===== src/hdl/bus_pkg.sv =====
package bus_pkg;

    // ####################################################################
    // default sizes
    // ####################################################################

    // number of masters sharing the bus.
    parameter int DEF_N_MASTERS = 3;

    // memory slave geometry.
    parameter int DEF_ADDR_W = 4;
    parameter int DEF_DATA_W = 8;

    // cycles from command acceptance to ack.
    parameter int DEF_ACK_DELAY = 2;

    // ####################################################################
    // enums
    // ####################################################################

    // arbiter FSM.
    typedef enum logic {
        ARB_READY,
        ARB_BUSY
    } arb_state_t;

    // bus command opcode.
    typedef enum logic {
        OP_READ  = 1'b0,
        OP_WRITE = 1'b1
    } bus_op_t;

endpackage

===== src/hdl/bus_if.sv =====
`timescale 1ns/10ps

interface bus_if #(
    parameter int ADDR_W = bus_pkg::DEF_ADDR_W,
    parameter int DATA_W = bus_pkg::DEF_DATA_W
);
    import bus_pkg::*;

    // command, master side to memory.
    logic              valid;
    bus_op_t           op;
    logic [ADDR_W-1:0] addr;
    logic [DATA_W-1:0] wdata;

    // response, memory to master side.
    logic [DATA_W-1:0] rdata;
    logic              ack;

    modport mux_mp (
        output valid,
        output op,
        output addr,
        output wdata,
        input  rdata,
        input  ack
    );

    modport mem_mp (
        input  valid,
        input  op,
        input  addr,
        input  wdata,
        output rdata,
        output ack
    );

endinterface


===== src/hdl/bus_system.sv =====
`timescale 1ns/10ps

module bus_system #(
    parameter int N_MASTERS = bus_pkg::DEF_N_MASTERS,
    parameter int ADDR_W    = bus_pkg::DEF_ADDR_W,
    parameter int DATA_W    = bus_pkg::DEF_DATA_W,
    parameter int ACK_DELAY = bus_pkg::DEF_ACK_DELAY
) (
    input  logic                        clk,
    input  logic                        reset,
    input  logic [N_MASTERS-1:0]        req,
    input  logic [N_MASTERS-1:0]        write,
    input  logic [N_MASTERS*ADDR_W-1:0] addr_in,
    input  logic [N_MASTERS*DATA_W-1:0] wdata_in,
    output logic [N_MASTERS-1:0]        grant,
    output logic [N_MASTERS-1:0]        ack_out,
    output logic [DATA_W-1:0]           rdata_out
);

    logic bus_ack;

    // ####################################################################
    // shared bus
    // ####################################################################

    bus_if #(
        .ADDR_W (ADDR_W),
        .DATA_W (DATA_W)
    ) u_bus ();

    // slave ack also releases the arbiter.
    assign bus_ack = u_bus.ack;

    // ####################################################################
    // arbitration and master side
    // ####################################################################

    bus_arbiter #(
        .N_MASTERS (N_MASTERS)
    ) u_arbiter (
        .clk     (clk),
        .reset   (reset),
        .bus_ack (bus_ack),
        .req     (req),
        .grant   (grant)
    );

    bus_master_mux #(
        .N_MASTERS (N_MASTERS),
        .ADDR_W    (ADDR_W),
        .DATA_W    (DATA_W)
    ) u_mux (
        .grant     (grant),
        .write     (write),
        .addr_in   (addr_in),
        .wdata_in  (wdata_in),
        .ack_out   (ack_out),
        .rdata_out (rdata_out),
        .bus       (u_bus.mux_mp)
    );

    // ####################################################################
    // memory slave
    // ####################################################################

    bus_slave_mem #(
        .ADDR_W    (ADDR_W),
        .DATA_W    (DATA_W),
        .ACK_DELAY (ACK_DELAY)
    ) u_mem (
        .clk   (clk),
        .reset (reset),
        .bus   (u_bus.mem_mp)
    );

endmodule


===== src/hdl/bus_slave_mem.sv =====
`timescale 1ns/10ps

module bus_slave_mem #(
    parameter int ADDR_W    = bus_pkg::DEF_ADDR_W,
    parameter int DATA_W    = bus_pkg::DEF_DATA_W,
    parameter int ACK_DELAY = bus_pkg::DEF_ACK_DELAY
) (
    input  logic  clk,
    input  logic  reset,
    bus_if.mem_mp bus
);
    import bus_pkg::*;

    localparam int DEPTH = 2 ** ADDR_W;
    // counter holds at most ACK_DELAY-1.
    localparam int CNT_W = (ACK_DELAY > 1) ? $clog2(ACK_DELAY) : 1;

    typedef enum logic [1:0] {
        MEM_IDLE,
        MEM_WAIT,
        MEM_DONE
    } mem_state_t;

    mem_state_t        state;
    logic [CNT_W-1:0]  cnt;
    logic              expire;

    bus_op_t           op_q;
    logic [ADDR_W-1:0] addr_q;
    logic [DATA_W-1:0] wdata_q;
    logic [DATA_W-1:0] rdata_q;

    logic [DATA_W-1:0] mem [DEPTH];

    // ####################################################################
    // wait counter FSM
    // ####################################################################

    assign expire = (state == MEM_WAIT) && (cnt == '0);

    always_ff @(posedge clk or posedge reset) begin
        if (reset) begin
            state <= MEM_IDLE;
            cnt   <= '0;
        end else begin
            case (state)
                MEM_IDLE: begin
                    if (bus.valid) begin
                        state <= MEM_WAIT;
                        cnt   <= CNT_W'(ACK_DELAY - 1);
                    end
                end

                MEM_WAIT: begin
                    if (cnt == '0) begin
                        state <= MEM_DONE;
                    end else begin
                        cnt <= cnt - 1'b1;
                    end
                end

                // ack cycle, arbiter reloads on this edge.
                MEM_DONE: begin
                    state <= MEM_IDLE;
                end

                default: begin
                    state <= MEM_IDLE;
                end
            endcase
        end
    end

    // command latched at acceptance.
    always_ff @(posedge clk) begin
        if (state == MEM_IDLE && bus.valid) begin
            op_q    <= bus.op;
            addr_q  <= bus.addr;
            wdata_q <= bus.wdata;
        end
    end

    // ####################################################################
    // storage
    // ####################################################################

    always_ff @(posedge clk or posedge reset) begin
        if (reset) begin
            for (int i = 0; i < DEPTH; i++) begin
                mem[i] <= '0;
            end
        end else if (expire && op_q == OP_WRITE) begin
            mem[addr_q] <= wdata_q;
        end
    end

    // read data holds until the next read completes.
    always_ff @(posedge clk or posedge reset) begin
        if (reset) begin
            rdata_q <= '0;
        end else if (expire && op_q == OP_READ) begin
            rdata_q <= mem[addr_q];
        end
    end

    assign bus.rdata = rdata_q;
    assign bus.ack   = (state == MEM_DONE);

endmodule


===== src/hdl/bus_master_mux.sv =====
`timescale 1ns/10ps

module bus_master_mux #(
    parameter int N_MASTERS = bus_pkg::DEF_N_MASTERS,
    parameter int ADDR_W    = bus_pkg::DEF_ADDR_W,
    parameter int DATA_W    = bus_pkg::DEF_DATA_W
) (
    input  logic [N_MASTERS-1:0]        grant,
    input  logic [N_MASTERS-1:0]        write,
    input  logic [N_MASTERS*ADDR_W-1:0] addr_in,
    input  logic [N_MASTERS*DATA_W-1:0] wdata_in,
    output logic [N_MASTERS-1:0]        ack_out,
    output logic [DATA_W-1:0]           rdata_out,
    bus_if.mux_mp                       bus
);
    import bus_pkg::*;

    bus_op_t           sel_op;
    logic [ADDR_W-1:0] sel_addr;
    logic [DATA_W-1:0] sel_wdata;

    // ####################################################################
    // command select
    // ####################################################################

    // grant is one-hot or zero, so at most one slice is picked.
    always_comb begin
        sel_op    = OP_READ;
        sel_addr  = '0;
        sel_wdata = '0;
        for (int i = 0; i < N_MASTERS; i++) begin
            if (grant[i]) begin
                sel_op    = write[i] ? OP_WRITE : OP_READ;
                sel_addr  = addr_in[i*ADDR_W +: ADDR_W];
                sel_wdata = wdata_in[i*DATA_W +: DATA_W];
            end
        end
    end

    assign bus.valid = |grant;
    assign bus.op    = sel_op;
    assign bus.addr  = sel_addr;
    assign bus.wdata = sel_wdata;

    // ####################################################################
    // response steering
    // ####################################################################

    // ack goes back to the granted master only.
    assign ack_out = grant & {N_MASTERS{bus.ack}};

    // read data is shared by everyone.
    assign rdata_out = bus.rdata;

endmodule


===== src/hdl/bus_arbiter.sv =====
`timescale 1ns/10ps

module bus_arbiter #(
    parameter int N_MASTERS = bus_pkg::DEF_N_MASTERS
) (
    input  logic                 clk,
    input  logic                 reset,
    input  logic                 bus_ack,
    input  logic [N_MASTERS-1:0] req,
    output logic [N_MASTERS-1:0] grant
);
    import bus_pkg::*;

    arb_state_t           state;
    logic [N_MASTERS-1:0] prio_grant;
    logic                 any_req;

    // ####################################################################
    // priority encoder
    // ####################################################################

    // lowest index wins, so scan downwards and let it overwrite.
    always_comb begin
        prio_grant = '0;
        for (int i = N_MASTERS - 1; i >= 0; i--) begin
            if (req[i]) begin
                prio_grant    = '0;
                prio_grant[i] = 1'b1;
            end
        end
    end

    assign any_req = |req;

    // ####################################################################
    // grant FSM
    // ####################################################################

    always_ff @(posedge clk or posedge reset) begin
        if (reset) begin
            state <= ARB_READY;
            grant <= '0;
        end else begin
            case (state)
                ARB_READY: begin
                    // load on every edge while idle.
                    grant <= prio_grant;
                    if (any_req) begin
                        state <= ARB_BUSY;
                    end
                end

                ARB_BUSY: begin
                    // grant frozen until the slave acks.
                    if (bus_ack) begin
                        grant <= prio_grant;
                        if (!any_req) begin
                            state <= ARB_READY;
                        end
                    end
                end

                default: begin
                    state <= ARB_READY;
                    grant <= '0;
                end
            endcase
        end
    end

endmodule


===== config.mk =====
export PLATFORM = sky130hd
export DESIGN_NAME = bus_system
export DESIGN_NICKNAME = d
export VERILOG_FILES = /design/src/hdl/bus_pkg.sv /design/src/hdl/bus_if.sv /design/src/hdl/bus_system.sv /design/src/hdl/bus_slave_mem.sv /design/src/hdl/bus_master_mux.sv /design/src/hdl/bus_arbiter.sv
export SDC_FILE = /design/constraint.sdc
export NUM_CORES = 1
export LEC_CHECK = 0
export ABC_CLOCK_PERIOD_IN_PS = 4300
export BUFFER_PORTS_ARGS = -buffer_cell sky130_fd_sc_hd__buf_2
export CORE_UTILIZATION = 50
export CTS_CLUSTER_DIAMETER = 200
export DETAILED_ROUTE_END_ITERATION = 16
export MAX_ROUTING_LAYER = met4
export PLACE_DENSITY = 0.69
export SLEW_MARGIN = 20
export SYNTH_ARGS = -nofsm -noshare
export SYNTH_HDL_FRONTEND = slang
export SYNTH_SLANG_ARGS = --single-unit

===== constraint.sdc =====
create_clock -name clk -period 4.3 [get_ports clk]
set_input_delay 0.215 -clock clk [delete_from_list [all_inputs] [get_ports clk]]
set_output_delay 0.215 -clock clk [all_outputs]
set_load 0.05 [all_outputs]

==> results.cfg, run 1 <==
[outcome]
status = finished, violations left
violations = hold timing

[synth]
synth_top_family_by_area = multiplexers
synth_flop_cell = dfrtp_1
synthArstFlopShare_pct = 91.7
synthTopCellsByArea = dfrtp_1 50%, mux2_2 21%, mux4_2 9.4%
synth_xor_area_share_pct = 0
synth_mux_area_share_pct = 31.4
synthCells = 484
synthSimpleGateAreaFrac_pct = 6.52
ys_seq_elements = 156
synth_edf_count = 13
seq_area_frac_synth_pct = 55.2
syn_area_per_cell_um2 = 14.9
synth_most_common_cell = dfrtp_1
synth_warnings = 0
syn_area_mm2 = 0.00720
synth_common_cells = 143 x dfrtp_1, 137 x mux2_2, 30 x mux4_2
synth_area_leader_cell = dfrtp_1
synthesis.nets = 528
synthAdderAreaFrac_pct = 0
synth_top_area_share_pct = 49.7
ys_types = 34
synth-compound-area-share_pct = 4.52

[clock_network]
cts-buffers-inserted = 17
cts_tree = yes
cts_root_buf = clkbuf_16
cts_hold_buf = 0
clock_latency_ns = 0.42
cts_resized = 0
htree_levels = 4
cts_setup_buffers = 0
clock-sinks = 156
cts.clk_slew.worst_paths_ns = 0.05
clockBufferDepth = 2

[global_routing]
grt_pass1_wl_um = 24600
gr-usage-all-layers_pct = 23.5
gr-total-overflow = 0
grt_pass1_vias = 4553
antenna_found_initial = 0
grt_max_degree = 106

[floorplan]
die_h_um = 122
rows = 43
die_x_um = 122
dieArea_mm2 = 0.0149
ios = 58
core-area_mm2 = 0.0139
start_util_pct = 51.6

[finish]
finalNonFillerCells = 724
multi_input_area_mm2 = 0.00306
layout.nets = 576
n_fill_cell = 1065
n_antenna_cell = 0
layout-drive-gt1-share_pct = 50.9
syn2layout_area_growth_pct = 13.7
regArea_mm2 = 0.00397

[critical_path]
crit_path_max_fanout = 10
cpMaxStageDelayCell = or4b_1
cp_data_arrival_time_ns = 2.74
end_kind = register
crit_family = simple AND/OR/NAND/NOR gates
crit_path_cell_trace = or4b_1 > nor2_1 > o21ai_0 > o21ai_1
critPathKind = reg2reg
crit_required_ns = 4.64
crit_path_max_incr_delay_ns = 0.83
critPathBufInv = 0
crit_path_start_kind = register

[timing]
setup_viol = 0
finalCritPeriodShare_pct = 55.8
final_hold_viol_count = 2
tightest_slew_ns = 1.04
drv_slew = 0
layout_min_cycle_time_ns = 2.40
max_freq_mhz = 417
whs_ns = -0.0101
rsz0062_at_grt = no
slew_headroom_pct = 30.4
setup_tns_ns = 0
clock_skew_ns = 0.00692

[place]
dp_cells = 693
port_buffers = 57
routabilityCongestion = 0.757
dp_hpwl_um = 9550

[drt]
num_vias = 4277
antenna_left = 0
vias_per_cell = 5.91
wl_per_cell_um = 21.1
drc = 0
drtIter0Drc = 260
wl_um = 15300
first_pass_iters = 4

[power]
p_leak_nw = 3.82
powerDensity_mw_per_mm2 = 724
vdd_ir_drop_max_uv = 423

[min_path]
hold_path.class = in2async

[flow_run]
drv_cap = 0
[cells in the final DEF, fill, tap and decap left out]
cell type and instances:
nand2b_1 2, buf_2 57, inv_1 4, o21bai_1 1
nand4bb_4 1, edfxtp_1 13, dfrtp_1 143, nand2_1 15
a22oi_1 22, mux2i_1 4, clkbuf_1 2, o21ai_1 7
nor2_1 5, bufinv_16 1, nor2b_1 12, and4b_1 2
nand3_4 3, a21o_1 1, nor3b_4 1, mux4_2 30
nor3_2 1, nand3_1 2, clkinv_2 3, inv_6 1
nor3_1 1, nand4_1 1, nor3_4 2, o21ai_0 22
nand3b_1 3, nor2_2 2, mux2_2 137, nand2_2 9
clkbuf_8 6, and4_1 1, or4b_1 1, clkinvlp_4 1
and2_1 3, buf_4 4, clkbuf_16 18
[layout make-up]
class,instances,area share [%]
Tap cell,180,2.75
Multi-Input combinational cell,291,37.4
Sequential cell,156,48.5
Timing Repair Buffer,61,3.85
Inverter,5,0.290
Clock buffer,26,6.60
Clock inverter,5,0.642
[per-layer routing]
layer	vias up	GRT usage, %	share of wire [%]
li1	1901	-	-
met1	2239	31.5	46
met2	114	35.2	48
met3	23	3.98	4.0
met4	0	10.3	2.5
met5	-	-	0
[metrics by stage]
stage          cell area [µm²]  power [W]  utilization (%)  setup WS, ns
6_report                  8180    0.00593             58.7          1.90
3_3_place_gp              7590    0.00439             54.5          1.91
5_1_grt                   8180    0.00625             58.7          1.76
4_1_cts                   8180    0.00597             58.7          1.90
3_5_place_dp              7590    0.00448             54.5          1.91
2_1_floorplan             7200    0.00397                -         0.247
[sequential cells by signal (all words and copies together) (netlist names)]
register,flops
u_mem.mem,128
u_mem.bus.rdata,8
u_mem.wdata_q,8
u_mem.addr_q,4
u_arbiter.grant,3
u_mem.state,2
u_arbiter.state,1
u_mem.cnt,1
u_mem.op_q,1
[cell families (layout without fill, tap and decap cells)]
logic type	Yosys count	in the layout
AO/OA/AOI/OAI	53	53
multiplexers	171	171
flip-flops	156	156
AND/OR/NAND/NOR	67	67
buffers and inverters	37	97
[path summary, 6_finish.rpt]
kind                                      endpoint            from  cells after the start  slack [ns]
min in group clk                   u_arbiter.state          req[2]                      2        0.02
max in group asynchronous            u_mem.mem[92]           reset                      3        3.17
worst max-delay path            u_mem.bus.rdata[5]  u_mem.state[1]                      4        1.90
worst max register to register  u_mem.bus.rdata[5]  u_mem.state[1]                      4        1.90
worst min register to register       u_mem.mem[38]   u_mem.mem[38]                      1        0.50
worst min-delay path                 u_mem.mem[26]           reset                      2       -0.01
[power breakdown]
group	switching [W]	leakage, nW	internal (W)
clock network	0.000557	0.293	0.000918
logic	0.000878	1.47	0.000923
registers	0.000561	2.05	0.00209
No activity file was read; power rests on OpenSTA's default activity.
==> run 2: changes to the inputs <==
--- a/config.mk
+++ b/config.mk
@@ -5,7 +5,7 @@
 export SDC_FILE = /design/constraint.sdc
 export NUM_CORES = 1
 export LEC_CHECK = 0
-export ABC_CLOCK_PERIOD_IN_PS = 4300
+export ABC_CLOCK_PERIOD_IN_PS = 1950
 export BUFFER_PORTS_ARGS = -buffer_cell sky130_fd_sc_hd__buf_2
 export CORE_UTILIZATION = 50
 export CTS_CLUSTER_DIAMETER = 200
==> constraint.sdc (replaced) <==
create_clock -name clk -period 1.95 [get_ports clk]
set_input_delay 0.0975 -clock clk [delete_from_list [all_inputs] [get_ports clk]]
set_output_delay 0.0975 -clock clk [all_outputs]
set_load 0.05 [all_outputs]
==> results.cfg, run 2 (synthesis gave the netlist of run 1 again) <==
[place]
pre_cts_ws_ns = 0.0517
routabilityCongestion = 0.775
port_buffers = 57
dp_cells = 711
dp_hpwl_um = 10100

[clock_network]
cts.clk_slew.worst_paths_ns = 0.06
htree_levels = 4
cts_root_buf = clkbuf_16
clockBufferDepth = 2
cts_tree = yes
clock_latency_ns = 0.43
clock-sinks = 156
cts-buffers-inserted = 17

[critical_path]
cp_data_arrival_time_ns = 2.20
crit_path_max_fanout = 14
end_kind = register
critPathBufInv = 3
crit_path_cell_trace = buf_4 > clkbuf_16 > nand4bb_4 > nor2b_1 > buf_6 > mux2_2
crit_path_start_kind = register
crit_family = buffers and inverters
cpMaxStageDelayCell = edfxtp_1
crit_path_max_incr_delay_ns = 0.43
critPathKind = reg2reg
crit_required_ns = 2.25

[drt]
antenna_left = 0
wl_per_cell_um = 20.7
wl_um = 15800
drc = 0
first_pass_iters = 4
num_vias = 4432
vias_per_cell = 5.81
drtIter0Drc = 230

[finish]
syn2layout_area_growth_pct = 19.1
layout_common_cells = 143 x dfrtp_1, 137 x mux2_2, 57 x buf_2
layout_commonest_cell = dfrtp_1
largest_reg_flops = 128
n_antenna_cell = 0
finalNonFillerCells = 763
top_register = u_mem.mem
post-route-util_pct = 61.5
layout-drive-gt1-share_pct = 51.8
layout.nets = 614

[min_path]
hold_path.class = in2reg

[global_routing]
grt_pass1_wl_um = 25300
gr-total-overflow = 0
antenna_found_initial = 0
grt_max_degree = 144
grt_pass1_vias = 4723
gr-usage-all-layers_pct = 24.0

[timing]
finalCritPeriodShare_pct = 97.2
final_hold_viol_count = 0
clock_skew_ns = 0.0103
setup_tns_ns = 0
layout_min_cycle_time_ns = 1.90
max_freq_mhz = 527
setup_slack_ns = 0.0541
setup_viol = 0
tightest_slew_ns = 0.933
whs_ns = 0.0552
slew_headroom_pct = 37.7
drv_slew = 0

[floorplan]
start_util_pct = 51.6
die_h_um = 122
core-area_mm2 = 0.0139
ios = 58
die_x_um = 122
rows = 43
dieArea_mm2 = 0.0149

[power]
powerDensity_mw_per_mm2 = 1550
p_leak_nw = 3.98
vdd_ir_drop_max_uv = 1160

[outcome]
status = finished, final reports clean

[flow_run]
drv_cap = 0
==> run 2: stage by stage <==
stage	instance area (µm²)	total power (W)
after detailed placement	7790	0.0102
after CTS	8530	0.0133
after global placement	7790	0.00997
after floorplan	7210	0.00878
final	8570	0.0133
after global routing	8570	0.0140
==> run 2: per-layer routing <==
layer | track usage, % | up-vias | wire length, µm
li1 | - | 1985 | -
met2 | 38.9 | 96 | 8230
met5 | - | - | 0
met3 | 5.99 | 19 | 578
met4 | 7.56 | 0 | 229
met1 | 29.4 | 2332 | 6760
==> run 2: worst paths after layout <==
| check | endpoint | from | slack [ns] | cells past startpoint |
|---|---|---|---|---|
| min in group asynchronous | u_mem.mem[22] | reset | 0.40 | 4 |
| worst max register to register | u_mem.mem[57] | u_mem.addr_q[0] | 0.05 | 6 |
| worst min-delay path | u_mem.op_q | write[0] | 0.06 | 3 |
| worst max-delay path | u_mem.mem[57] | u_mem.addr_q[0] | 0.05 | 6 |
| worst min register to register | u_mem.mem[64] | u_mem.mem[64] | 0.50 | 1 |
| max in group asynchronous | u_mem.mem[55] | reset | 0.97 | 4 |
==> run 2: where the power goes <==
group          switching [W]  internal (W)  total, W
clock network        0.00131       0.00174   0.00305
registers            0.00110       0.00461   0.00571
logic                0.00218       0.00235   0.00454
==> run 2: final cells by class <==
class                           count  area (µm²)
Tap cell                          180         225
Inverter                            5        22.5
Clock inverter                     15         128
Clock buffer                       17         425
Fill cell                        1037        5370
Multi-Input combinational cell    291        3070
Timing Repair Buffer               99         729
Sequential cell                   156        3970
==> run 2: worst min-delay path, cell delays in order <==
cell and delay [ns]:
buf_2 0.08, a22oi_1 0.06, o21ai_0 0.14
==> run 2: timing repair <==
action,4_1_cts,5_1_grt
gates resized for setup,0,5
hold buffers,18,0
setup endpoints to repair,0,55
setup buffers,0,1
hold endpoints to repair,160,0
